$ cat config.mk
export PLATFORM = sky130hd
export DESIGN_NAME = wb_log_flat
export DESIGN_NICKNAME = d
export VERILOG_FILES = /design/src/wb_pkg.sv /design/src/rf_cfg_pkg.sv /design/src/rf_ctl_if.sv /design/src/wb_log.sv /design/src/flat_wrapper.sv
export SDC_FILE = /design/constraint.sdc
export NUM_CORES = 1
export LEC_CHECK = 0
export BUFFER_PORTS_ARGS = -buffer_cell sky130_fd_sc_hd__buf_2
export CAP_MARGIN = 20
export CORE_AREA = 5 5 250 252
export CTS_BUF_LIST = sky130_fd_sc_hd__clkbuf_4
export DETAILED_ROUTE_END_ITERATION = 7
export DIE_AREA = 0 0 255 257
export PLACE_DENSITY = 0.42
export SLEW_MARGIN = 30
export SYNTH_ARGS = -nofsm -noshare
export SYNTH_HDL_FRONTEND = slang
export SYNTH_SLANG_ARGS = --single-unit
$ cat constraint.sdc
create_clock -name clk -period 3 [get_ports clk]
set_clock_uncertainty 0.2 [all_clocks]
set_input_delay 0.15 -clock clk [delete_from_list [all_inputs] [get_ports clk]]
set_output_delay 0.15 -clock clk [all_outputs]
set_load 0.01 [all_outputs]
$ cat src/wb_pkg.sv
// ~~~~~~~~~~~~~~~~~~~~~~~~~~~~~~~~~~~~~~~~~~~~~~~~~~~~~~~~~~~~
// write-back side definitions
// execution units that own a write-back port and the
// busy / written state kept per physical register
// ~~~~~~~~~~~~~~~~~~~~~~~~~~~~~~~~~~~~~~~~~~~~~~~~~~~~~~~~~~~~

package wb_pkg;

	// one write-back port per unit, in port order
	typedef enum logic [2:0] {
		WB_ALU,
		WB_BRU,
		WB_LSU,
		WB_CSR,
		WB_MUL
	} wb_unit_e;

	// number of units follows the enumeration
	localparam int NUM_UNITS = int'(WB_MUL) + 1;

	// busy while the copy is allocated and not yet released
	// written once its result has arrived
	typedef struct packed {
		logic busy;
		logic written;
	} phys_state_t;

endpackage

$ cat src/rf_cfg_pkg.sv
// ~~~~~~~~~~~~~~~~~~~~~~~~~~~~~~~~~~~~~~~~~~~~~~~~~~~~~~~~~~~~
// register-file geometry for the renamed integer back end
// each architectural register owns RP physical copies
// physical index = arch * RP + copy, seen flat or as fields
// imported by every RTL block and by the testbench
// ~~~~~~~~~~~~~~~~~~~~~~~~~~~~~~~~~~~~~~~~~~~~~~~~~~~~~~~~~~~~

package rf_cfg_pkg;

	// data width
	localparam int XLEN = 64;

	// architectural side
	localparam int ARCH_REGS = 32;
	localparam int ARCH_W = 5;

	// power-of-two count of copies per arch register
	localparam int RP = 4;
	localparam int COPY_W = 2;

	// physical side
	localparam int PHYS_W = ARCH_W + COPY_W;
	localparam int NUM_PHYS = ARCH_REGS * RP;

	typedef logic [XLEN-1:0] xdata_t;
	typedef logic [ARCH_W-1:0] arch_idx_t;
	typedef logic [COPY_W-1:0] copy_idx_t;

	// arch index in the upper bits and copy in the lower bits
	typedef struct packed {
		arch_idx_t arch;
		copy_idx_t copy;
	} phys_fields_t;

	// flat view for word select and field view for bookkeeping
	typedef union packed {
		logic [PHYS_W-1:0] flat;
		phys_fields_t f;
	} phys_idx_u;

endpackage
$ cat src/rf_ctl_if.sv
// ~~~~~~~~~~~~~~~~~~~~~~~~~~~~~~~~~~~~~~~~~~~~~~~~~~~~~~~~~~~~
// bookkeeping path between rename_table and wb_log
// allocation, retirement and flush requests go one way,
// the busy vector comes back; all pulses act at the next clk
// ~~~~~~~~~~~~~~~~~~~~~~~~~~~~~~~~~~~~~~~~~~~~~~~~~~~~~~~~~~~~

`timescale 1ns/1ns

interface rf_ctl_if import rf_cfg_pkg::*; ();

	// copy claimed by a granted rename
	logic alloc;
	phys_idx_u alloc_phys;

	// previous committed copy released on commit
	logic retire;
	phys_idx_u retire_phys;

	// squash of everything past the committed copies
	logic flush;
	logic [NUM_PHYS-1:0] keep_mask;

	// from the log
	logic [NUM_PHYS-1:0] busy;

	modport rename (output alloc, alloc_phys, retire, retire_phys, flush, keep_mask,
		input busy);

	modport log (input alloc, alloc_phys, retire, retire_phys, flush, keep_mask,
		output busy);

	// observation only
	modport top (input alloc, alloc_phys, retire, retire_phys, flush, keep_mask, busy);

endinterface

$ cat src/wb_log.sv
// ~~~~~~~~~~~~~~~~~~~~~~~~~~~~~~~~~~~~~~~~~~~~~~~~~~~~~~~~~~~~
// busy / written log of every physical register
// driven by rename_table through rf_ctl_if and by the
// written mask from write_back; busy goes back to renaming
// ~~~~~~~~~~~~~~~~~~~~~~~~~~~~~~~~~~~~~~~~~~~~~~~~~~~~~~~~~~~~

`timescale 1ns/1ns

module wb_log import rf_cfg_pkg::*, wb_pkg::*; (
	input logic clk,
	input logic reset,
	rf_ctl_if.log ctl,
	input logic [NUM_PHYS-1:0] wb_set,
	output phys_state_t state [NUM_PHYS]
);

	for (genvar a = 0; a < ARCH_REGS; a++) begin : g_arch
		for (genvar c = 0; c < RP; c++) begin : g_copy
			localparam int P = a * RP + c;
			// copy 0 holds the architectural value out of reset
			localparam logic INIT = (c == 0);

			logic alloc_hit;
			logic retire_hit;

			// decode requests by arch / copy fields
			assign alloc_hit = ctl.alloc && (ctl.alloc_phys.f.arch == arch_idx_t'(a))
				&& (ctl.alloc_phys.f.copy == copy_idx_t'(c));
			assign retire_hit = ctl.retire && (ctl.retire_phys.f.arch == arch_idx_t'(a))
				&& (ctl.retire_phys.f.copy == copy_idx_t'(c));

			always_ff @(posedge clk) begin
				if (reset) begin
					state[P].busy <= INIT;
					state[P].written <= INIT;
				end else begin
					// flush drops every copy not committed
					if (ctl.flush && !ctl.keep_mask[P]) begin
						state[P].busy <= 1'b0;
					end else if (retire_hit) begin
						state[P].busy <= 1'b0;
					end else if (alloc_hit) begin
						state[P].busy <= 1'b1;
					end
					// new owner waits for its result
					if (alloc_hit) begin
						state[P].written <= 1'b0;
					end else if (wb_set[P]) begin
						state[P].written <= 1'b1;
					end
				end
			end

			assign ctl.busy[P] = state[P].busy;
		end
	end

	// results only land in allocated copies
	a_wb_busy: assert property (@(posedge clk) disable iff (reset)
		(wb_set & ~ctl.busy) == '0);

	// released copy always carried a result
	a_retire_written: assert property (@(posedge clk) disable iff (reset)
		ctl.retire |-> state[ctl.retire_phys.flat].written);

endmodule

$ cat src/flat_wrapper.sv
// flat-port wrapper written by rule: the top's interface ports become plain ports
module wb_log_flat import rf_cfg_pkg::*, wb_pkg::*;
  (clk, reset, wb_set, state, ctl_alloc, ctl_alloc_phys, ctl_retire, ctl_retire_phys, ctl_flush, ctl_keep_mask, ctl_busy);
  rf_ctl_if ctl_i ();
  input logic clk;
  input logic reset;
  input logic [NUM_PHYS-1:0] wb_set;
  output phys_state_t state[NUM_PHYS];
  input wire logic [$bits(ctl_i.alloc)-1:0] ctl_alloc;
  input wire logic [$bits(ctl_i.alloc_phys)-1:0] ctl_alloc_phys;
  input wire logic [$bits(ctl_i.retire)-1:0] ctl_retire;
  input wire logic [$bits(ctl_i.retire_phys)-1:0] ctl_retire_phys;
  input wire logic [$bits(ctl_i.flush)-1:0] ctl_flush;
  input wire logic [$bits(ctl_i.keep_mask)-1:0] ctl_keep_mask;
  output wire logic [$bits(ctl_i.busy)-1:0] ctl_busy;
  assign ctl_i.alloc = ctl_alloc;
  assign ctl_i.alloc_phys = ctl_alloc_phys;
  assign ctl_i.retire = ctl_retire;
  assign ctl_i.retire_phys = ctl_retire_phys;
  assign ctl_i.flush = ctl_flush;
  assign ctl_i.keep_mask = ctl_keep_mask;
  assign ctl_busy = ctl_i.busy;
  wb_log u_core (.clk(clk), .reset(reset), .ctl(ctl_i), .wb_set(wb_set), .state(state));
endmodule
==> results.yml, run 1 <==
synthesis:
  synth_area_sq_um: 11700
  ys_seq_elements: 256
  synth_edf_count: 0
  synthDistinctLibCells: 36
  ys_warn_count: 0
  synthCells: 1309
  syn_nets: 1584
  avgSynthCellArea_sq_um: 8.95
  synthFlopType: "dfxtp_1"
  ys_seq_area_share_pct: 43.8
  yosys.area_share.xor_xnor_pct: 0
  synthAdderAreaFrac_pct: 0
  yosys.area_share.simple_pct: 14.5
  async_flop_share_pct: 0
  synthMuxAreaShare_pct: 0
  synth_top_family_by_area: "compound AO/OA/AOI/OAI gates"
  synth_compound_area_share_pct: 24.9
cts:
  cts-root-buf: "clkbuf_4"
  max-clock-path-buffers: 3
  cts_resized: 0
  cts_inserted_buffers: 77
  cts_sinks: 256
  h-tree-depth: 3
  postCtsSetupRepairBufs: 0
  ctsHoldBuffers: 532
die:
  die_h_um: 257
  initial_core_util_pct: 19.5
  rows: 90
  num_io_pins: 659
  die_x_um: 255
status:
  lastStage: "4_1_cts"
  error_line: "[ERROR RSZ-0060] Max buffer count reached."
  status: "aborted with a tool error"
placement:
  io_buffer_count: 658
  dp_slack_ps: 791
  hpwl_mm: 51.8
  place_congestion: 0.806
[through the flow]
stage	area, sq um	hold slack [ps]	std cells	util [%]
detailed placement	14700	183	2523	24.5
floorplan	11700	88.0	1309	-
global placement	14700	177	2523	24.5
[cells in the mapped netlist (8+ instances only)]
| cell | count | share of area [%] |
|---|---|---|
| buf_4 | 151 | 9.7 |
| nand2b_1 | 38 | 2.0 |
| buf_6 | 12 | 1.2 |
| nor3_1 | 72 | 3.1 |
| dfxtp_1 | 256 | 44 |
| nand4bb_1 | 9 | 0.87 |
| buf_2 | 25 | 1.1 |
| and4bb_2 | 8 | 0.85 |
| o21bai_1 | 32 | 2.1 |
| inv_1 | 73 | 2.3 |
| nor2_1 | 128 | 4.1 |
| clkbuf_1 | 68 | 2.2 |
| a2111oi_0 | 80 | 6.0 |
| o22ai_1 | 64 | 3.4 |
| a2111oi_1 | 10 | 0.85 |
| a21oi_1 | 122 | 5.2 |
| a211oi_1 | 96 | 6.2 |
[cells by family after synthesis]
family / after synthesis
buffers and inverters: 339
flip-flops: 256
AND/OR/NAND/NOR: 298
AO/OA/AOI/OAI: 416
==> inputs of run 2 (changes only) <==
--- a/config.mk
+++ b/config.mk
@@ -7,11 +7,10 @@
 export LEC_CHECK = 0
 export BUFFER_PORTS_ARGS = -buffer_cell sky130_fd_sc_hd__buf_2
 export CAP_MARGIN = 20
-export CORE_AREA = 5 5 250 252
-export CTS_BUF_LIST = sky130_fd_sc_hd__clkbuf_4
+export CORE_AREA = 5 5 256 258
 export DETAILED_ROUTE_END_ITERATION = 7
-export DIE_AREA = 0 0 255 257
-export PLACE_DENSITY = 0.42
+export DIE_AREA = 0 0 261 263
+export PLACE_DENSITY_LB_ADDON = 0.15
 export SLEW_MARGIN = 30
 export SYNTH_ARGS = -nofsm -noshare
 export SYNTH_HDL_FRONTEND = slang
==> run 2 against run 1 <==
- synthesized cell count unchanged
- synthesized area unchanged
- the flow now finishes without violations
==> results.yml, run 2 <==
status:
  status: "completed"
die:
  dieArea_sq_um: 68600
  coreArea_sq_um: 62700
  die_h_um: 263
  initial_core_util_pct: 18.7
  rows: 92
  num_io_pins: 659
  die_x_um: 261
cts:
  max-clock-path-buffers: 3
  cts_inserted_buffers: 34
  cts_sinks: 256
  cts-root-buf: "clkbuf_16"
  insertion_delay_ps: 530
  cts.reportedPaths.clkPinSlew_ps: 60
  postCtsSetupRepairBufs: 0
  h-tree-depth: 2
  cts_tree: "yes"
layout:
  nFillCells: 6719
  fin_area_sq_um: 18600
  nNetsFinal: 2335
  reg_top3: "u_core.ctl.busy: 128 flops, u_core.state: 128 flops"
  final_common_cell: "buf_2"
  layout_common_cells: "buf_2, dlygate4sd3_1, dfxtp_1"
  areaGrowthSynthToFinish_pct: 59.2
  drive_gt1_share_pct: 38.6
sta:
  max_freq_mhz: 481
  maxSlewHeadroom_pct: 32.2
  fin_crit_sh_pct: 69.4
  hold_viol: 0
  setup_viol: 0
  finalMaxSlewViolations: 0
  tns_ps: 0
  min_period_ps: 2080
  worstMarginPinSlew_ps: 1010
  grt_setup_unrepaired: "no"
detailed_routing:
  wire_per_inst_um: 25.0
  viasPerCell: 4.49
  drc: 0
  drt_iter0_markers: 765
  wl_mm: 73.5
  dr.pass1.iters: 5
  postRouteAntennaNets: 0
  vias: 13169
synthesis:
  syn_nets: 1584
  yosys.area.top_type: "dfxtp_1"
  post-synth-top-count-cell: "dfxtp_1"
  synth_area_leaders: "dfxtp_1, buf_4, a211oi_1"
  ys_seq_area_share_pct: 43.8
  ys_seq_elements: 256
  synthDistinctLibCells: 36
  ys_warn_count: 0
  avgSynthCellArea_sq_um: 8.95
  async_flop_share_pct: 0
  synth_area_sq_um: 11700
  synth_edf_count: 0
  synthCells: 1309
  yosys-top-cells-count: "dfxtp_1, buf_4, nor2_1"
  synthFlopType: "dfxtp_1"
  synth_top_cell_area_share_pct: 43.8
critical_path:
  crit_path_start: "ctl_alloc_phys[5]"
  critPathRequiredTime_ps: 3280
  critical_path_buf_inv_count: 2
  slowest_delay_ps: 740
  crit_chain: "buf_2 > and4b_2 > a21oi_1 > a2111oi_0 > dlygate4sd3_1"
  slowest_stage: "and4b_2"
  worstPathArrival_ps: 2360
  reg2reg_from: "u_core.ctl.busy[114]"
  crit_fanout: 20
  crit_type: "primary input to flop"
  cp_top_family: "buffers and inverters"
  cp-start-kind: "primary input"
  endpoint_kind: "flop"
run:
  max-cap-violations: 0
pwr:
  ir_drop_v: 0.000311
  p_leak_nw: 8.28
  power_density_nw_per_um2: 487
  clkPwrFrac_pct: 45.5
  p_seq_share_pct: 39.7
  pwr-share-comb_pct: 14.8
  p_int_mw: 6.61
  power_mw: 9.09
  p_sw_mw: 2.48
  switching_share_pct: 27.3
hold_path:
  hold_path_class: "primary input to flop"
  holdCritStartpoint: "ctl_alloc_phys[3]"
placement:
  hpwl_mm: 54.3
  dpl_cell_area_sq_um: 14800
  io_buffer_count: 658
  place_congestion: 0.781
grt:
  grt_pass1_wl_mm: 101
  grt_pass1_vias: 13604
  grt_usage_pct: 20.0
  gr-total-overflow: 0
  grt_max_degree: 115
  antenna_found_initial: 8
run 2: cell counts after synthesis:
No cell type changed its count.
run 2: through the flow:
step | util, % | hold slack (ps) | setup WS (ps) | instances
4_1_cts | 29.7 | 0.590 | 968 | 2929
3_5_place_dp | 23.6 | 181 | 776 | 2597
5_1_grt | 29.7 | 50.5 | 810 | 2932
2_1_floorplan | - | 88.0 | 1300 | 1309
3_3_place_gp | 23.6 | 176 | 850 | 2597
6_report | 29.7 | 30.2 | 919 | 2934
run 2: tightest hold or removal path, delay by kind of cell:
| kind | cells | cell delay, ps |
|---|---|---|
| and+or+nand+nor | 2 | 280 |
| buffers and inverters | 1 | 180 |
| AOI/OAI and AO/OA | 1 | 120 |
run 2: worst paths after layout:
| kind | slack (ps) | depth (start not counted) | end |
|---|---|---|---|
| max | 920 | 5 | u_core.ctl.busy[118] |
| min | 30 | 4 | u_core.state[198] |
| max reg2reg | 1310 | 3 | u_core.ctl.busy[114] |
| min reg2reg | 290 | 2 | u_core.state[222] |
run 2: what timing repair did:
action,CTS,global route
hold endpoints to repair,256,0
hold buffers,273,0
endpoints found under the setup margin,0,0
resized for setup,0,0
run 2: kinds of logic (layout without fill, tap and decap cells):
kind of cell | count (synthesis) | after routing | share of synthesized area [%]
compound gates | 416 | 416 | 24.9
buf+inv | 339 | 1113 | 16.8
simple gates | 298 | 298 | 14.5
flops | 256 | 256 | 43.8
other cells | 0 | 5 | 0
run 2: layer usage:
metal | global-route usage [%] | routed length (um) | share of wire [%]
met1 | 24.8 | 30700 | 42
met2 | 34.6 | 35400 | 48
met3 | 4.46 | 5060 | 6.9
met4 | 6.15 | 2230 | 3.0
met5 | 0 | 36 | 0.049
run 2: power groups by stage:
stage          combinational [mW]  clock, mW  sequential [mW]
2_1_floorplan               0.463          0             3.73
3_3_place_gp                 1.07          0             3.68
3_5_place_dp                 1.07          0             3.69
4_1_cts                      1.36       4.25             3.61
5_1_grt                      1.44       4.38             3.63
6_report                     1.34       4.14             3.61
run 2: final cells by class:
type | count | area [sq um] | area share [%]
multi-input cells | 714 | 4640 | 24.9
flip-flops and latches | 256 | 5120 | 27.5
repair buffers | 981 | 6440 | 34.5
clock inverters | 10 | 106 | 0.570
clock buffers | 49 | 988 | 5.30
well taps | 846 | 1060 | 5.68
inverters | 73 | 274 | 1.47
diodes | 5 | 12.5 | 0.0671
Power figures use the tool's default switching activity.
