--- src/rf_cfg_pkg.sv ---
// ~~~~~~~~~~~~~~~~~~~~~~~~~~~~~~~~~~~~~~~~~~~~~~~~~~~~~~~~~~~~
// register-file geometry for the renamed integer back end
// each architectural register owns RP physical copies
// physical index = arch * RP + copy, seen flat or as fields
// imported by every RTL block and by the testbench
// ~~~~~~~~~~~~~~~~~~~~~~~~~~~~~~~~~~~~~~~~~~~~~~~~~~~~~~~~~~~~

package rf_cfg_pkg;

	// data width
	localparam int XLEN = 64;

	// architectural side
	localparam int ARCH_REGS = 32;
	localparam int ARCH_W = 5;

	// power-of-two count of copies per arch register
	localparam int RP = 4;
	localparam int COPY_W = 2;

	// physical side
	localparam int PHYS_W = ARCH_W + COPY_W;
	localparam int NUM_PHYS = ARCH_REGS * RP;

	typedef logic [XLEN-1:0] xdata_t;
	typedef logic [ARCH_W-1:0] arch_idx_t;
	typedef logic [COPY_W-1:0] copy_idx_t;

	// arch index in the upper bits and copy in the lower bits
	typedef struct packed {
		arch_idx_t arch;
		copy_idx_t copy;
	} phys_fields_t;

	// flat view for word select and field view for bookkeeping
	typedef union packed {
		logic [PHYS_W-1:0] flat;
		phys_fields_t f;
	} phys_idx_u;

endpackage
--- src/rf_ctl_if.sv ---
// ~~~~~~~~~~~~~~~~~~~~~~~~~~~~~~~~~~~~~~~~~~~~~~~~~~~~~~~~~~~~
// bookkeeping path between rename_table and wb_log
// allocation, retirement and flush requests go one way,
// the busy vector comes back; all pulses act at the next clk
// ~~~~~~~~~~~~~~~~~~~~~~~~~~~~~~~~~~~~~~~~~~~~~~~~~~~~~~~~~~~~

`timescale 1ns/1ns

interface rf_ctl_if import rf_cfg_pkg::*; ();

	// copy claimed by a granted rename
	logic alloc;
	phys_idx_u alloc_phys;

	// previous committed copy released on commit
	logic retire;
	phys_idx_u retire_phys;

	// squash of everything past the committed copies
	logic flush;
	logic [NUM_PHYS-1:0] keep_mask;

	// from the log
	logic [NUM_PHYS-1:0] busy;

	modport rename (output alloc, alloc_phys, retire, retire_phys, flush, keep_mask,
		input busy);

	modport log (input alloc, alloc_phys, retire, retire_phys, flush, keep_mask,
		output busy);

	// observation only
	modport top (input alloc, alloc_phys, retire, retire_phys, flush, keep_mask, busy);

endinterface

--- src/rename_table.sv ---
// ~~~~~~~~~~~~~~~~~~~~~~~~~~~~~~~~~~~~~~~~~~~~~~~~~~~~~~~~~~~~
// rename and commit pointers per architectural register
// grants a new copy when the next one is free, stalls
// otherwise, retires on commit and rewinds on flush
// also maps the two read registers to their latest copy
// ~~~~~~~~~~~~~~~~~~~~~~~~~~~~~~~~~~~~~~~~~~~~~~~~~~~~~~~~~~~~

`timescale 1ns/1ns

module rename_table import rf_cfg_pkg::*; (
	input logic clk,
	input logic reset,
	rf_ctl_if.rename ctl,
	input logic rename_req,
	input arch_idx_t rename_arch,
	output logic rename_grant,
	output logic rename_stall,
	output phys_idx_u rename_phys,
	input logic commit_req,
	input arch_idx_t commit_arch,
	input logic flush,
	input arch_idx_t rd_arch0,
	input arch_idx_t rd_arch1,
	output phys_idx_u rd_phys0,
	output phys_idx_u rd_phys1
);

	// wrapping pointers, one pair per arch register
	copy_idx_t rename_ptr [ARCH_REGS];
	copy_idx_t commit_ptr [ARCH_REGS];
	copy_idx_t commit_nxt [ARCH_REGS];

	// candidate copy wraps modulo RP
	always_comb begin
		rename_phys.f.arch = rename_arch;
		rename_phys.f.copy = rename_ptr[rename_arch] + copy_idx_t'(1);
	end

	// next copy must be free and flush wins over rename
	assign rename_grant = rename_req && (rename_arch != '0) && !flush
		&& !ctl.busy[rename_phys.flat];
	assign rename_stall = rename_req && (rename_arch != '0) && !rename_grant;

	for (genvar a = 0; a < ARCH_REGS; a++) begin : g_commit
		// commit pointer after this cycle's commit
		assign commit_nxt[a] = commit_ptr[a]
			+ copy_idx_t'(commit_req && (commit_arch == arch_idx_t'(a)));
		// protect the copy that stays committed, so a
		// commit in the flush cycle is kept as well
		for (genvar c = 0; c < RP; c++) begin : g_keep
			assign ctl.keep_mask[a * RP + c] = (commit_nxt[a] == copy_idx_t'(c));
		end
	end

	always_ff @(posedge clk) begin
		if (reset) begin
			for (int a = 0; a < ARCH_REGS; a++) begin
				rename_ptr[a] <= '0;
				commit_ptr[a] <= '0;
			end
		end else begin
			for (int a = 0; a < ARCH_REGS; a++) begin
				commit_ptr[a] <= commit_nxt[a];
				// rewind to committed state
				if (flush) begin
					rename_ptr[a] <= commit_nxt[a];
				end else if (rename_grant && (rename_arch == arch_idx_t'(a))) begin
					rename_ptr[a] <= rename_phys.f.copy;
				end
			end
		end
	end

	// bookkeeping to the log
	assign ctl.alloc = rename_grant;
	assign ctl.alloc_phys = rename_phys;
	assign ctl.flush = flush;

	// old committed copy is released
	assign ctl.retire = commit_req;
	always_comb begin
		ctl.retire_phys.f.arch = commit_arch;
		ctl.retire_phys.f.copy = commit_ptr[commit_arch];
	end

	// reads see the newest renamed copy
	always_comb begin
		rd_phys0.f.arch = rd_arch0;
		rd_phys0.f.copy = rename_ptr[rd_arch0];
		rd_phys1.f.arch = rd_arch1;
		rd_phys1.f.copy = rename_ptr[rd_arch1];
	end

	// commit must trail renaming
	a_commit_order: assert property (@(posedge clk) disable iff (reset)
		commit_req |-> (commit_ptr[commit_arch] != rename_ptr[commit_arch]));

	// x0 has nothing to commit
	a_commit_x0: assert property (@(posedge clk) disable iff (reset)
		commit_req |-> (commit_arch != '0));

endmodule

--- src/flat_wrapper.sv ---
// flat-port wrapper written by rule: the top's interface ports become plain ports
module rename_table_flat import rf_cfg_pkg::*;
  (clk, reset, rename_req, rename_arch, rename_grant, rename_stall, rename_phys, commit_req, commit_arch, flush, rd_arch0, rd_arch1, rd_phys0, rd_phys1, ctl_alloc, ctl_alloc_phys, ctl_retire, ctl_retire_phys, ctl_flush, ctl_keep_mask, ctl_busy);
  rf_ctl_if ctl_i ();
  input logic clk;
  input logic reset;
  input logic rename_req;
  input arch_idx_t rename_arch;
  output logic rename_grant;
  output logic rename_stall;
  output phys_idx_u rename_phys;
  input logic commit_req;
  input arch_idx_t commit_arch;
  input logic flush;
  input arch_idx_t rd_arch0;
  input arch_idx_t rd_arch1;
  output phys_idx_u rd_phys0;
  output phys_idx_u rd_phys1;
  output wire logic [$bits(ctl_i.alloc)-1:0] ctl_alloc;
  output wire logic [$bits(ctl_i.alloc_phys)-1:0] ctl_alloc_phys;
  output wire logic [$bits(ctl_i.retire)-1:0] ctl_retire;
  output wire logic [$bits(ctl_i.retire_phys)-1:0] ctl_retire_phys;
  output wire logic [$bits(ctl_i.flush)-1:0] ctl_flush;
  output wire logic [$bits(ctl_i.keep_mask)-1:0] ctl_keep_mask;
  input wire logic [$bits(ctl_i.busy)-1:0] ctl_busy;
  assign ctl_alloc = ctl_i.alloc;
  assign ctl_alloc_phys = ctl_i.alloc_phys;
  assign ctl_retire = ctl_i.retire;
  assign ctl_retire_phys = ctl_i.retire_phys;
  assign ctl_flush = ctl_i.flush;
  assign ctl_keep_mask = ctl_i.keep_mask;
  assign ctl_i.busy = ctl_busy;
  rename_table u_core (.clk(clk), .reset(reset), .ctl(ctl_i), .rename_req(rename_req), .rename_arch(rename_arch), .rename_grant(rename_grant), .rename_stall(rename_stall), .rename_phys(rename_phys), .commit_req(commit_req), .commit_arch(commit_arch), .flush(flush), .rd_arch0(rd_arch0), .rd_arch1(rd_arch1), .rd_phys0(rd_phys0), .rd_phys1(rd_phys1));
endmodule
--- config.mk ---
export PLATFORM = sky130hd
export DESIGN_NAME = rename_table_flat
export DESIGN_NICKNAME = d
export VERILOG_FILES = /design/src/rf_cfg_pkg.sv /design/src/rf_ctl_if.sv /design/src/rename_table.sv /design/src/flat_wrapper.sv
export SDC_FILE = /design/constraint.sdc
export NUM_CORES = 1
export LEC_CHECK = 0
export ABC_CLOCK_PERIOD_IN_PS = 14700
export BUFFER_PORTS_ARGS = -buffer_cell sky130_fd_sc_hd__buf_4
export CAP_MARGIN = 40
export CORE_MARGIN = 10
export CORE_UTILIZATION = 30
export CTS_BUF_LIST = sky130_fd_sc_hd__clkbuf_2
export CTS_CLUSTER_DIAMETER = 60
export CTS_CLUSTER_SIZE = 8
export DETAILED_ROUTE_END_ITERATION = 12
export PLACE_DENSITY_LB_ADDON = 0.12
export SLEW_MARGIN = 40
export SYNTH_ARGS = -nofsm -noshare
export SYNTH_HDL_FRONTEND = slang
export SYNTH_SLANG_ARGS = --single-unit
--- constraint.sdc ---
create_clock -name clk -period 14.7 [get_ports clk]
set_input_delay 2.94 -clock clk [delete_from_list [all_inputs] [get_ports clk]]
set_output_delay 2.94 -clock clk [all_outputs]
set_load 0.005 [all_outputs]
### After elaboration in Yosys (flattened, before gate mapping)

Memories as Yosys holds them, arrays and structs flattened.
Index checks and enable logic that the tools add are counted.

| storage, ports and cells | value |
|---|---|
| register bits | 0 |
| bits in writable memories | 128 |
| input bits | 153 |
| output and inout bits | 168 |
| word-level logic and storage cells | 628 |
| memories | 2 |

| cells by class | value |
|---|---|
| add/sub/neg operators | 33 |
| magnitude comparators | 1 |
| equal/unequal tests | 158 |
| muxes and demuxes | 232 |
| bitwise gates (word level) | 96 |
| reductions and logical operators | 106 |

Memories:

| memory | depth | width | read ports | clocked after memory_dff | wr ports | line | text |
|---|---|---|---|---|---|---|---|
| u_core.commit_ptr | 32 | 2 | 33 | 0 | 32 | rename_table.sv:30 | `copy_idx_t commit_ptr [ARCH_REGS];` |
| u_core.rename_ptr | 32 | 2 | 3 | 0 | 32 | rename_table.sv:29 | `copy_idx_t rename_ptr [ARCH_REGS];` |

Operators with widths:

| cell | count |
|---|---|
| $mux W2 | 96 |
| $eq A5 B5 Y1 const B | 32 |
| $mux W1 | 135 |
| $eq A2 B2 Y1 const B | 64 |
| $or A1 B1 Y1 | 96 |
| $eq A5 B4 Y1 const B | 16 |
| $logic_and A1 B1 Y1 | 68 |
| $add A2 B1 Y2 | 32 |
| $eq A2 B1 Y1 const B | 32 |
| $logic_not A2 Y1 | 32 |
| $eq A5 B3 Y1 const B | 8 |
| $eq A5 B2 Y1 const B | 4 |
| $eq A5 B1 Y1 const B | 2 |
| $logic_not A5 Y1 | 2 |
| $lt A7 B8 Y1 const B | 1 |
| $bmux W1 S7 | 1 |
| $reduce_bool A5 Y1 | 1 |
| $logic_not A1 Y1 | 3 |
| $add A2 B1 Y2 const B | 1 |

### Longest topological paths before layout

Gate-level depths: netlist of the first run.
An unclocked memory read counts as a cell.

| logic depth | value |
|---|---|
| depth in word-level cells | 12 |
| gate-level depth with buffers | 19 |
| mapped depth without buffers | 11 |

### Worst setup path after synthesis of the first run

Ideal clock, no wire load.

| timing path | value |
|---|---|
| kind | in2out |
| start point | in rename_arch[1] |
| end point | out rename_grant |
| arrival time | 5.828 ns |
| data required time | 11.760 ns |
| setup slack | 5.932 ns |
| stages | 16 |
| path buffers | 6 |
| cells stage by stage | buf_6 -> buf_6 -> mux2i_1 -> nand2_1 -> and4_1 -> mux4_2 -> inv_2 -> buf_4 -> mux4_2 -> nor3b_1 -> nor3_1 -> nand4b_1 -> buf_4 -> buf_2 -> nand2_1 -> buf_4 |

| on the way | value |
|---|---|
| word-level cells in the longest chain between the ends | 6 |
| elaborated cells between the ends (all ways) | 9 |
| classes of those cells | 1 x add/sub; 2 x mux; 5 x reduce/logical; 1 x memory |

Ends and longest elaborated chain:

| element | line | text |
|---|---|---|
| start: declaration | flat_wrapper.sv:8 | `input arch_idx_t rename_arch;` |
| $mem_v2 Z32 W2 | - |  |
| $add A2 B1 Y2 | rename_table.sv:36 | `rename_phys.f.copy = rename_ptr[rename_arch] + copy_idx_t'(1);` |
| $bmux W1 S7 | rename_table.sv:41 | `&& !ctl.busy[rename_phys.flat];` |
| $mux W1 (implied by the code) | rename_table.sv:41 |  |
| $logic_not A1 Y1 | rename_table.sv:41 |  |
| $logic_and A1 B1 Y1 * | rename_table.sv:41 |  |
| end: declaration | flat_wrapper.sv:9 | `output logic rename_grant;` |

Every way passes the cells marked *; elsewhere a longest branch is shown, timed or not. The select of a mux whose other input is x is not followed.

### Final worst setup path of the first run

| timing path | value |
|---|---|
| start point | in rename_arch[1] |
| end point | out ctl_alloc |

| on the way | value |
|---|---|
| word-level cells in the longest chain between the ends | 6 |
| elaborated cells between the ends (all ways) | 9 |
| classes of those cells | 1 x add/sub; 2 x mux; 5 x reduce/logical; 1 x memory |

Ends and longest elaborated chain:

| element | line | text |
|---|---|---|
| $mem_v2 Z32 W2 | - |  |
| $add A2 B1 Y2 | rename_table.sv:36 |  |
| $bmux W1 S7 | rename_table.sv:41 |  |
| $mux W1 (implied by the code) | rename_table.sv:41 |  |
| $logic_not A1 Y1 | rename_table.sv:41 |  |
| $logic_and A1 B1 Y1 * | rename_table.sv:41 |  |
| end: declaration | flat_wrapper.sv:19 | `output wire logic [$bits(ctl_i.alloc)-1:0] ctl_alloc;` |

Marked as above.

==> flow_summary_export.csv, run 1 <==
group,metric,value,unit
synth,seq_area_frac_synth,0.314,
pwr,clockPowerShare,0.292,
placed_design,hpwlAfterDp,32100,microns
timing,drv_slew,0,
setup_path,startpoint,"rename_arch[1]",
clocking,path_clk_slew,0.19,ns
synth,synth_nets,1158,
timing,worstMarginPinSlew,0.824,ns
die,die_x,204,microns
clocking,clock_tree.root_cell,"clkbuf_2",
placed_design,place_ws,4.35,ns
clocking,post_cts.repair.setup_buffers,0,
synth,synthSimpleGateAreaFrac,0.177,
finish,area_growth,26.8,%
finish,drive_above_1_share,0.378,
clocking,cts_buffers,17,
timing,finalCritPeriodShare,0.700,
synth,synth_xor_xnor_area_share,0.0369,
pwr,p_int,0.605,mW
clocking,clkSinkCount,128,
timing,hold_viol,0,
placed_design,gp_congestion,0.855,
route,viasPerCell,5.19,
timing,max-slew-margin-rel,0.451,
hold_path,hold_class,"register to register",
pwr,pwr-share-comb,0.255,
timing,grt_setup_unrepaired,"no",
route,dr.pass1.iters,8,
pwr,p_seq_frac,0.453,
setup_path,path_max_fanout,55,
die,dieArea,0.0418,sq mm
synth,async_flop_share,0,
setup_path,slowest_delay,0.72,ns
setup_path,reg2reg_from,"u_core.rename_ptr[27][0]",
route,dr_total_vias,8742,
synth,synth_compound_area_frac,0.0828,
timing,setup_ws,4.41,ns
setup_path,crit_type,"input port to output pin",
global_routing,grt_pass1_wl,59500,microns
route,drtIter0Drc,715,
synth,syn_avg_cell_area,10.5,sq um
status,status,"finished clean",
flow_run,drv_cap,0,
setup_path,cp-end-kind,"output pin",
clocking,hold_buffers,0,
finish,fin_nets,1406,
setup_path,path_cells,"buf_4 -> mux2i_1 -> nand2_1 -> and4_1 -> mux4_2 -> inv_2 -> mux4_2 -> nor3b_1 -> nor3_1 -> nand4b_1 -> buf_4 -> nand2_1 -> buf_4",
setup_path,startpoint_type,"input port",
synth,syn-cell-area,0.0102,sq mm
pwr,p_leak,5.60,nW
die,io-pin-count,321,
synth,synth_top_family_by_area,"multiplexers",
pwr,power.switching,0.268,mW
synth,synth_cell_types,57,
die,initial_core_util,0.304,
global_routing,grt-ovfl-total,0,
synth,netlist_instances,973,
clocking,tritoncts,"yes",
synth,synth.area.mux_share,0.289,
timing,min_period,10.29,ns
route,wl,40300,microns
synth,synth-edff-count,64,
clocking,clockBufferDepth,2,
pwr,p_sw_frac,0.307,
timing,fin_setup_tns,0,ns
route,drt-wirelength-per-cell,24.0,microns
placed_design,port-buffer-count,320,
finish,fill_cells,3434,
timing,fmax,97.2,MHz
synth,synth-seq-cells,128,
timing,fin_skew,0.0460,ns
setup_path,critPathMostFrequentCell,"buf_4",
setup_path,critPathSlowestCell,"mux4_2",
setup_path,crit_required,11.76,ns
timing,worst_hold_slack,0.675,ns
clocking,htreeDepth,4,
synth,ys_warn_count,0,
pwr,p_per_area,67.5,mW/mm^2
pwr,total_power,0.874,mW
route,drc,0,
pwr,peakVddDrop,0.0381,mV
clocking,clock_latency,0.74,ns
clocking,cts.repair.resized,0,
global_routing,grt_max_degree,72,
hold_path,hold_start,"u_core.commit_ptr[1][1]",
die,die_height,204,microns
timing,setup_viol,0,
route,ant_nets,0,
synth,synth-adder-area-share,0.0392,
synth,synth_top_flop_cell,"edfxtp_1",
global_routing,antenna_found_initial,2,
global_routing,grt_pass1_vias,9011,
setup_path,critical_path_arrival,7.35,ns
die,rows,67,
die,core,0.0335,sq mm
global_routing,grt_usage,0.186,
cell usage in the layout (no fill, tap or decap), types with 5 or more instances in the layout:
cell and count:
dfxtp_1 64, nand4_1 5, nor2b_1 83, nor2_1 114, mux2_2 15, xnor2_1 32, o21ai_0 32, o221ai_1 5
and2_1 45, nor3_1 13, nand2b_1 7, nand2_1 67, mux4_2 77, ha_1 32, o31ai_1 17, mux2_1 20
xor2_1 10, o21ai_1 6, o32ai_1 17, clkbuf_2 18, buf_4 325, edfxtp_1 64, o2111ai_2 6, inv_1 11
nand3_1 8, mux2i_1 82
kinds of logic after synthesis:
logic type / after synthesis
flops: 128
buf+inv: 109
fa+ha+maj: 32
simple gates: 360
compound gates: 107
mux: 194
xor+xnor: 43
through the flow:
stage | cell area, sq um | cells | util
2_1_floorplan | 10200 | 973 | -
3_3_place_gp | 12600 | 1650 | 0.377
3_5_place_dp | 12600 | 1650 | 0.377
4_1_cts | 12900 | 1682 | 0.385
5_1_grt | 12900 | 1683 | 0.386
6_report | 12900 | 1683 | 0.386
sequential cells by signal (all words and copies together) (netlist names):
| register | count |
|---|---|
| u_core.commit_ptr | 64 |
| u_core.rename_ptr | 64 |
critical path: cells and delay by family:
kind	cells	cell delay (ns)
muxes	3	1.61
and+or+nand+nor	6	0.99
buffers and inverters	4	1.74
area by class of cell:
type	instances	area (sq um)	area share
clock buffers	18	90.1	0.00696
flip-flops and latches	128	3200	0.248
clock inverters	14	190	0.0147
inverters	12	45.0	0.00348
diodes	1	2.50	0.000193
repair buffers	326	2450	0.189
well taps	448	561	0.0433
multi-input cells	736	6390	0.494
worst paths after layout:
kind                                    to  slack [ns]  cells past startpoint
setup / recovery                 ctl_alloc        4.41                     13
hold / removal     u_core.commit_ptr[1][1]        0.68                      2
hold reg to reg    u_core.commit_ptr[1][1]        0.68                      2
setup reg to reg  u_core.rename_ptr[19][1]       10.24                     12
power groups by stage:
| stage | logic [mW] | registers [mW] | clock network [mW] |
|---|---|---|---|
| CTS | 0.226 | 0.396 | 0.260 |
| global route | 0.241 | 0.397 | 0.275 |
| global placement | 0.224 | 0.404 | 0 |
| detailed placement | 0.225 | 0.403 | 0 |
| finish | 0.223 | 0.396 | 0.255 |
| floorplan | 0.146 | 0.396 | 0 |
cell usage after synthesis, types with 6 or more instances:
library cell	count	area share
and2_1	45	0.028
buf_1	8	0.0029
buf_2	12	0.0059
buf_4	35	0.026
buf_6	9	0.0099
clkbuf_1	33	0.012
dfxtp_1	64	0.13
edfxtp_1	64	0.19
ha_1	32	0.039
inv_1	11	0.0040
mux2_1	20	0.022
mux2_2	15	0.017
mux2i_1	82	0.080
mux4_2	77	0.17
nand2_1	67	0.025
nand2b_1	7	0.0043
nand3_1	8	0.0039
nor2_1	115	0.042
nor2b_1	83	0.051
nor3_1	13	0.0064
o2111ai_2	6	0.0088
o21ai_0	32	0.016
o21ai_1	6	0.0029
o31ai_1	17	0.013
o32ai_1	17	0.015
xnor2_1	33	0.028
xor2_1	10	0.0086
layer usage:
metal | GRT usage | wire [microns]
met1 | 0.250 | 18000
met4 | 0.0489 | 683
met3 | 0.0379 | 2780
met2 | 0.298 | 18800
met5 | 0 | 0
Power figures use the tool's default switching activity.
==> run 2, diff against run 1 <==
- ABC_AREA: default -> 1
- ABC_CLOCK_PERIOD_IN_PS: 14700 -> 8600
- clock period: 14.7 -> 8.6 ns (I/O delays scaled with it)
==> flow_summary_export.csv, run 2 <==
group,metric,value,unit
status,status,"finished clean",
setup_path,cp-end-kind,"output pin",
placed_design,dp.cells,2400,
timing,worstMarginPinSlew,0.798,ns
global_routing,grt_max_degree,69,
clocking,htreeDepth,4,
global_routing,grt_usage,0.210,
timing,fmax,139,MHz
pwr,clockPowerShare,0.265,
die,initial_core_util,0.305,
timing,max-slew-margin-rel,0.468,
die,dieArea,0.0433,sq mm
placed_design,gp_congestion,0.896,
synth,synth_top_flop_cell,"edfxtp_1",
timing,hold_viol,0,
route,drt-wirelength-per-cell,19.6,microns
pwr,power.switching,0.533,mW
synth,yosys-top-cells-count,"639 x nand2_1, 358 x nor2_1, 119 x inv_1",
route,viasPerCell,4.93,
route,drtIter0Drc,1119,
finish,largestRegisters,"u_core.commit_ptr x64, u_core.rename_ptr x64",
global_routing,grt_pass1_wl,71700,microns
die,io-pin-count,321,
placed_design,port-buffer-count,320,
die,core,0.0347,sq mm
clocking,clkSinkCount,128,
finish,fill_cells,3807,
global_routing,grt_pass1_vias,11770,
route,ant_nets,0,
synth,yosysMostFrequentCell,"nand2_1",
setup_path,crit_required,6.88,ns
setup_path,critical_path_arrival,5.48,ns
clocking,hold_buffers,0,
flow_run,drv_cap,0,
timing,fin_setup_tns,0,ns
synth,synth_cell_types,37,
hold_path,hold_class,"register to register",
setup_path,rrSetupSlack,4.37,ns
clocking,cts.repair.resized,0,
pwr,p_per_area,111,mW/mm^2
clocking,tritoncts,"yes",
route,dr.pass1.iters,7,
synth,yosys.area.top_type,"nand2_1",
route,wl,47600,microns
synth,netlist_instances,1730,
timing,drv_slew,0,
global_routing,antenna_found_initial,1,
setup_path,startpoint_type,"input port",
synth,synthTopCellsByArea,"nand2_1 23%, edfxtp_1 18%, nor2_1 13%, dfxtp_1 12%, inv_1 4.2%",
setup_path,path_max_fanout,35,
finish,final_common_cell,"nand2_1",
finish,area_growth,25.1,%
pwr,total_power,1.47,mW
die,die_height,208,microns
timing,grt_setup_unrepaired,"no",
synth,synth_top_area_frac,0.226,
timing,min_period,7.20,ns
finish,drive_above_1_share,0.201,
synth,syn-cell-area,0.0106,sq mm
timing,fin_skew,0.0419,ns
synth,syn_avg_cell_area,6.13,sq um
finish,fin_nets,2149,
clocking,clock_latency,0.73,ns
synth,synth-edff-count,64,
global_routing,grt-ovfl-total,0,
clocking,path_clk_slew,0.21,ns
finish,post-route-util,0.382,
finish,final-instance-count-excl-fill,2433,
finish,layout.cells.most_common_list,"639 x nand2_1, 354 x nor2_1, 327 x buf_4",
timing,setup_viol,0,
die,die_x,208,microns
die,rows,68,
synth,ys_warn_count,0,
pwr,pwr-share-comb,0.271,
route,drc,0,
pwr,p_leak,6.81,nW
pwr,p_seq_frac,0.463,
clocking,clockBufferDepth,2,
synth,synth-seq-cells,128,
clocking,cts_buffers,17,
placed_design,hpwlAfterDp,38000,microns
clocking,clock_tree.root_cell,"clkbuf_2",
setup_path,crit_type,"input port to output pin",
synth,synth_nets,1915,
clocking,post_cts.repair.setup_buffers,0,
pwr,p_sw_frac,0.362,
synth,seq_area_frac_synth,0.302,
timing,finalCritPeriodShare,0.837,
synth,async_flop_share,0,
route,dr_total_vias,11999,
pwr,peakVddDrop,0.0648,mV
pwr,p_int,0.940,mW
==> run 2: kinds of logic (layout without fill, tap and decap cells) <==
kind of cell | count (synthesis) | in the layout | share of synthesized area
xor+xnor | 32 | 32 | 0.0264
simple gates | 1095 | 1095 | 0.410
flops | 128 | 128 | 0.302
other cells | 0 | 1 | 0
compound gates | 205 | 205 | 0.118
buf+inv | 238 | 485 | 0.105
fa+ha+maj | 32 | 32 | 0.0378
==> run 2: per-layer routing <==
layer  track usage  up-vias  routed length, microns
met1         0.270     5566                   21300
met5             0        -                       0
met2         0.348      429                   22300
met3        0.0422       56                    2940
met4        0.0580        0                    1100
li1              -     5948                       -
==> run 2: layout make-up <==
cell class | count | area [sq um] | area share
clock inverter | 15 | 159 | 0.0120
timing repair buffer | 328 | 2470 | 0.186
multi-input combinational | 1364 | 6300 | 0.475
antenna | 1 | 2.50 | 0.000189
inverter | 125 | 472 | 0.0356
tap | 455 | 569 | 0.0429
sequential | 128 | 3200 | 0.241
clock buffer | 17 | 85.1 | 0.00641
==> run 2: power groups by stage <==
stage,Sequential [mW],Combinational [mW],Clock [mW]
floorplan,0.677,0.250,0
global placement,0.694,0.397,0
detailed placement,0.693,0.400,0
CTS,0.680,0.402,0.395
global route,0.682,0.447,0.423
finish,0.682,0.400,0.391
==> run 2: stage by stage <==
step / worst slack [ns] / area, sq um / hold slack [ns]
floorplan: 2.85 / 10600 / 0.531
global placement: 1.47 / 13000 / 0.563
detailed placement: 1.42 / 13000 / 0.572
CTS: 1.42 / 13300 / 0.622
global route: 0.947 / 13300 / 0.670
finish: 1.40 / 13300 / 0.621
==> run 2: path summary, 6_finish.rpt <==
check | to | cells after the start | from
hold reg to reg | u_core.commit_ptr[9][1] | 2 | u_core.commit_ptr[9][1]
hold / removal | u_core.commit_ptr[9][1] | 2 | u_core.commit_ptr[9][1]
setup / recovery | rename_stall | 25 | rename_arch[0]
setup reg to reg | u_core.rename_ptr[4][1] | 23 | u_core.rename_ptr[19][0]
==> run 2: worst max-delay path: stages <==
cell and delay [ns]:
buf_4 0.35, nand2_1 0.25, inv_2 0.25, nand2_1 0.08, nand3_1 0.08, nand2_1 0.05, nand2_1 0.10, nor2_2 0.08
nor2_8 0.38, nand2_2 0.43, nand2_2 0.49, nand2_1 0.09, nand2_1 0.07, nand2_1 0.05, nand2_1 0.07, nor2_1 0.04
nor2_1 0.08, nor2_1 0.06, nand2_1 0.06, nand2_1 0.10, nand2_1 0.11, nor2_2 0.09, or2_1 0.22, inv_1 0.05
buf_4 0.10
==> run 3, diff against run 2 <==
- ABC_CLOCK_PERIOD_IN_PS: 8600 -> 6080
- clock period: 8.6 -> 6.08 ns (I/O delays scaled with it)
==> flow_summary_export.csv, run 3 (synthesized netlist as in run 2, its figures left out) <==
group,metric,value,unit
hold_path,hold_class,"register to register",
setup_path,crit_buf_inv,6,
route,dr.pass1.iters,5,
placed_design,port-buffer-count,320,
timing,max-slew-margin-rel,0.462,
setup_path,path_max_fanout,37,
clocking,clock_latency,0.71,ns
finish,final-instance-count-excl-fill,2448,
finish,final_common_cell,"nand2_1",
clocking,clkSinkCount,128,
timing,min_period,5.58,ns
placed_design,gp_congestion,0.916,
clocking,clockBufferDepth,2,
die,io-pin-count,321,
route,wl_met2,22400,microns
finish,multi_input_area,0.00629,sq mm
status,status,"finished clean",
route,dr_total_vias,12062,
finish,fill_cells,3863,
timing,fin_setup_tns,0,ns
finish,largestRegisters,"u_core.commit_ptr x64, u_core.rename_ptr x64",
die,core,0.0347,sq mm
timing,drv_slew,0,
timing,grt_setup_unrepaired,"no",
setup_path,critPathMostFrequentCell,"nand2_1",
timing,finalCritPeriodShare,0.917,
setup_path,startpoint_type,"input port",
global_routing,grt_pass1_wl,71200,microns
setup_path,critPathTopFamily,"simple AND/OR/NAND/NOR gates",
pwr,p_leak,6.90,nW
pwr,peakVddDrop,0.116,mV
timing,worstMarginPinSlew,0.786,ns
flow_run,drv_cap,0,
clocking,clock_tree.root_cell,"clkbuf_2",
clocking,post_cts.repair.setup_buffers,0,
finish,fin_nets,2164,
pwr,p_per_area,159,mW/mm^2
finish,ff_latch_area,0.00320,sq mm
setup_path,crit_required,4.86,ns
global_routing,antenna_found_initial,1,
route,top_layer_used,"met4",
global_routing,grt_max_degree,69,
route,drt-met1-wl,21100,microns
finish,area_growth,26.2,%
route,wl,47500,microns
route,wl_met3,3020,microns
setup_path,slowest_delay,0.36,ns
route,drc,0,
setup_path,critPathSlowestCell,"buf_4",
timing,setup_viol,0,
die,rows,68,
global_routing,grt_pass1_vias,11747,
clocking,cts.repair.resized,0,
finish,post-route-util,0.386,
die,die_height,208,microns
clocking,tritoncts,"yes",
placed_design,dp.cells,2415,
placed_design,hpwlAfterDp,38400,microns
route,drtIter0Drc,1128,
clocking,cts_buffers,17,
timing,fin_skew,0.0404,ns
finish,drive_above_1_share,0.205,
timing,fmax,179,MHz
die,initial_core_util,0.305,
setup_path,critical_path_arrival,4.36,ns
die,die_x,208,microns
clocking,hold_buffers,0,
route,ant_nets,0,
finish,layout.cells.most_common_list,"639 x nand2_1, 356 x nor2_1, 342 x buf_4",
clocking,path_clk_slew,0.20,ns
clocking,htreeDepth,4,
setup_path,cp-end-kind,"output pin",
route,viasPerCell,4.93,
die,dieArea,0.0433,sq mm
global_routing,grt_usage,0.209,
timing,hold_viol,0,
global_routing,grt-ovfl-total,0,
route,drt-wirelength-per-cell,19.4,microns
timing,worst_hold_slack,0.623,ns
setup_path,crit_type,"input port to output pin",
==> run 3: area by class of cell <==
| cell class | instances | area share |
|---|---|---|
| Clock inverter | 14 | 0.0135 |
| Tap cell | 455 | 0.0425 |
| Antenna cell | 1 | 0.000187 |
| Timing Repair Buffer | 343 | 0.193 |
| Clock buffer | 18 | 0.00673 |
| Multi-Input combinational cell | 1364 | 0.470 |
| Inverter | 125 | 0.0352 |
| Sequential cell | 128 | 0.239 |
==> run 3: layer usage <==
metal  GRT usage  up-vias
met3      0.0406       41
met4      0.0501        0
met5           0        -
met2       0.348      449
li1            -     5982
met1       0.272     5590
==> run 3: final timing paths <==
check	to	cells after the start	start	slack (ns)
worst max-delay path	rename_grant	25	rename_arch[0]	0.50
worst min-delay path	u_core.commit_ptr[2][1]	2	u_core.commit_ptr[2][1]	0.62
worst max register to register	u_core.rename_ptr[31][0]	24	u_core.rename_ptr[22][0]	2.18
worst min register to register	u_core.commit_ptr[2][1]	2	u_core.commit_ptr[2][1]	0.62
==> run 3: tightest hold or removal path: cells and delay by family, from the launching register on <==
family	cells	cell delay, ns
flops	1	0.39
xor+xnor	1	0.12
simple gates	1	0.10
==> run 3: report_power, final <==
part           total, mW  switching, mW  internal (mW)
Sequential         0.964         0.0346          0.929
Combinational      0.573          0.357          0.215
Clock              0.591          0.353          0.238
Total               2.13          0.745           1.38
==> run 3: through the flow <==
step | total power, mW | cell area, sq um | worst slack [ns]
CTS | 2.14 | 13400 | 0.530
floorplan | 1.31 | 10600 | 1.34
finish | 2.13 | 13400 | 0.502
global route | 2.25 | 13400 | 0.159
detailed placement | 1.55 | 13100 | 0.548
global placement | 1.55 | 13100 | 0.574
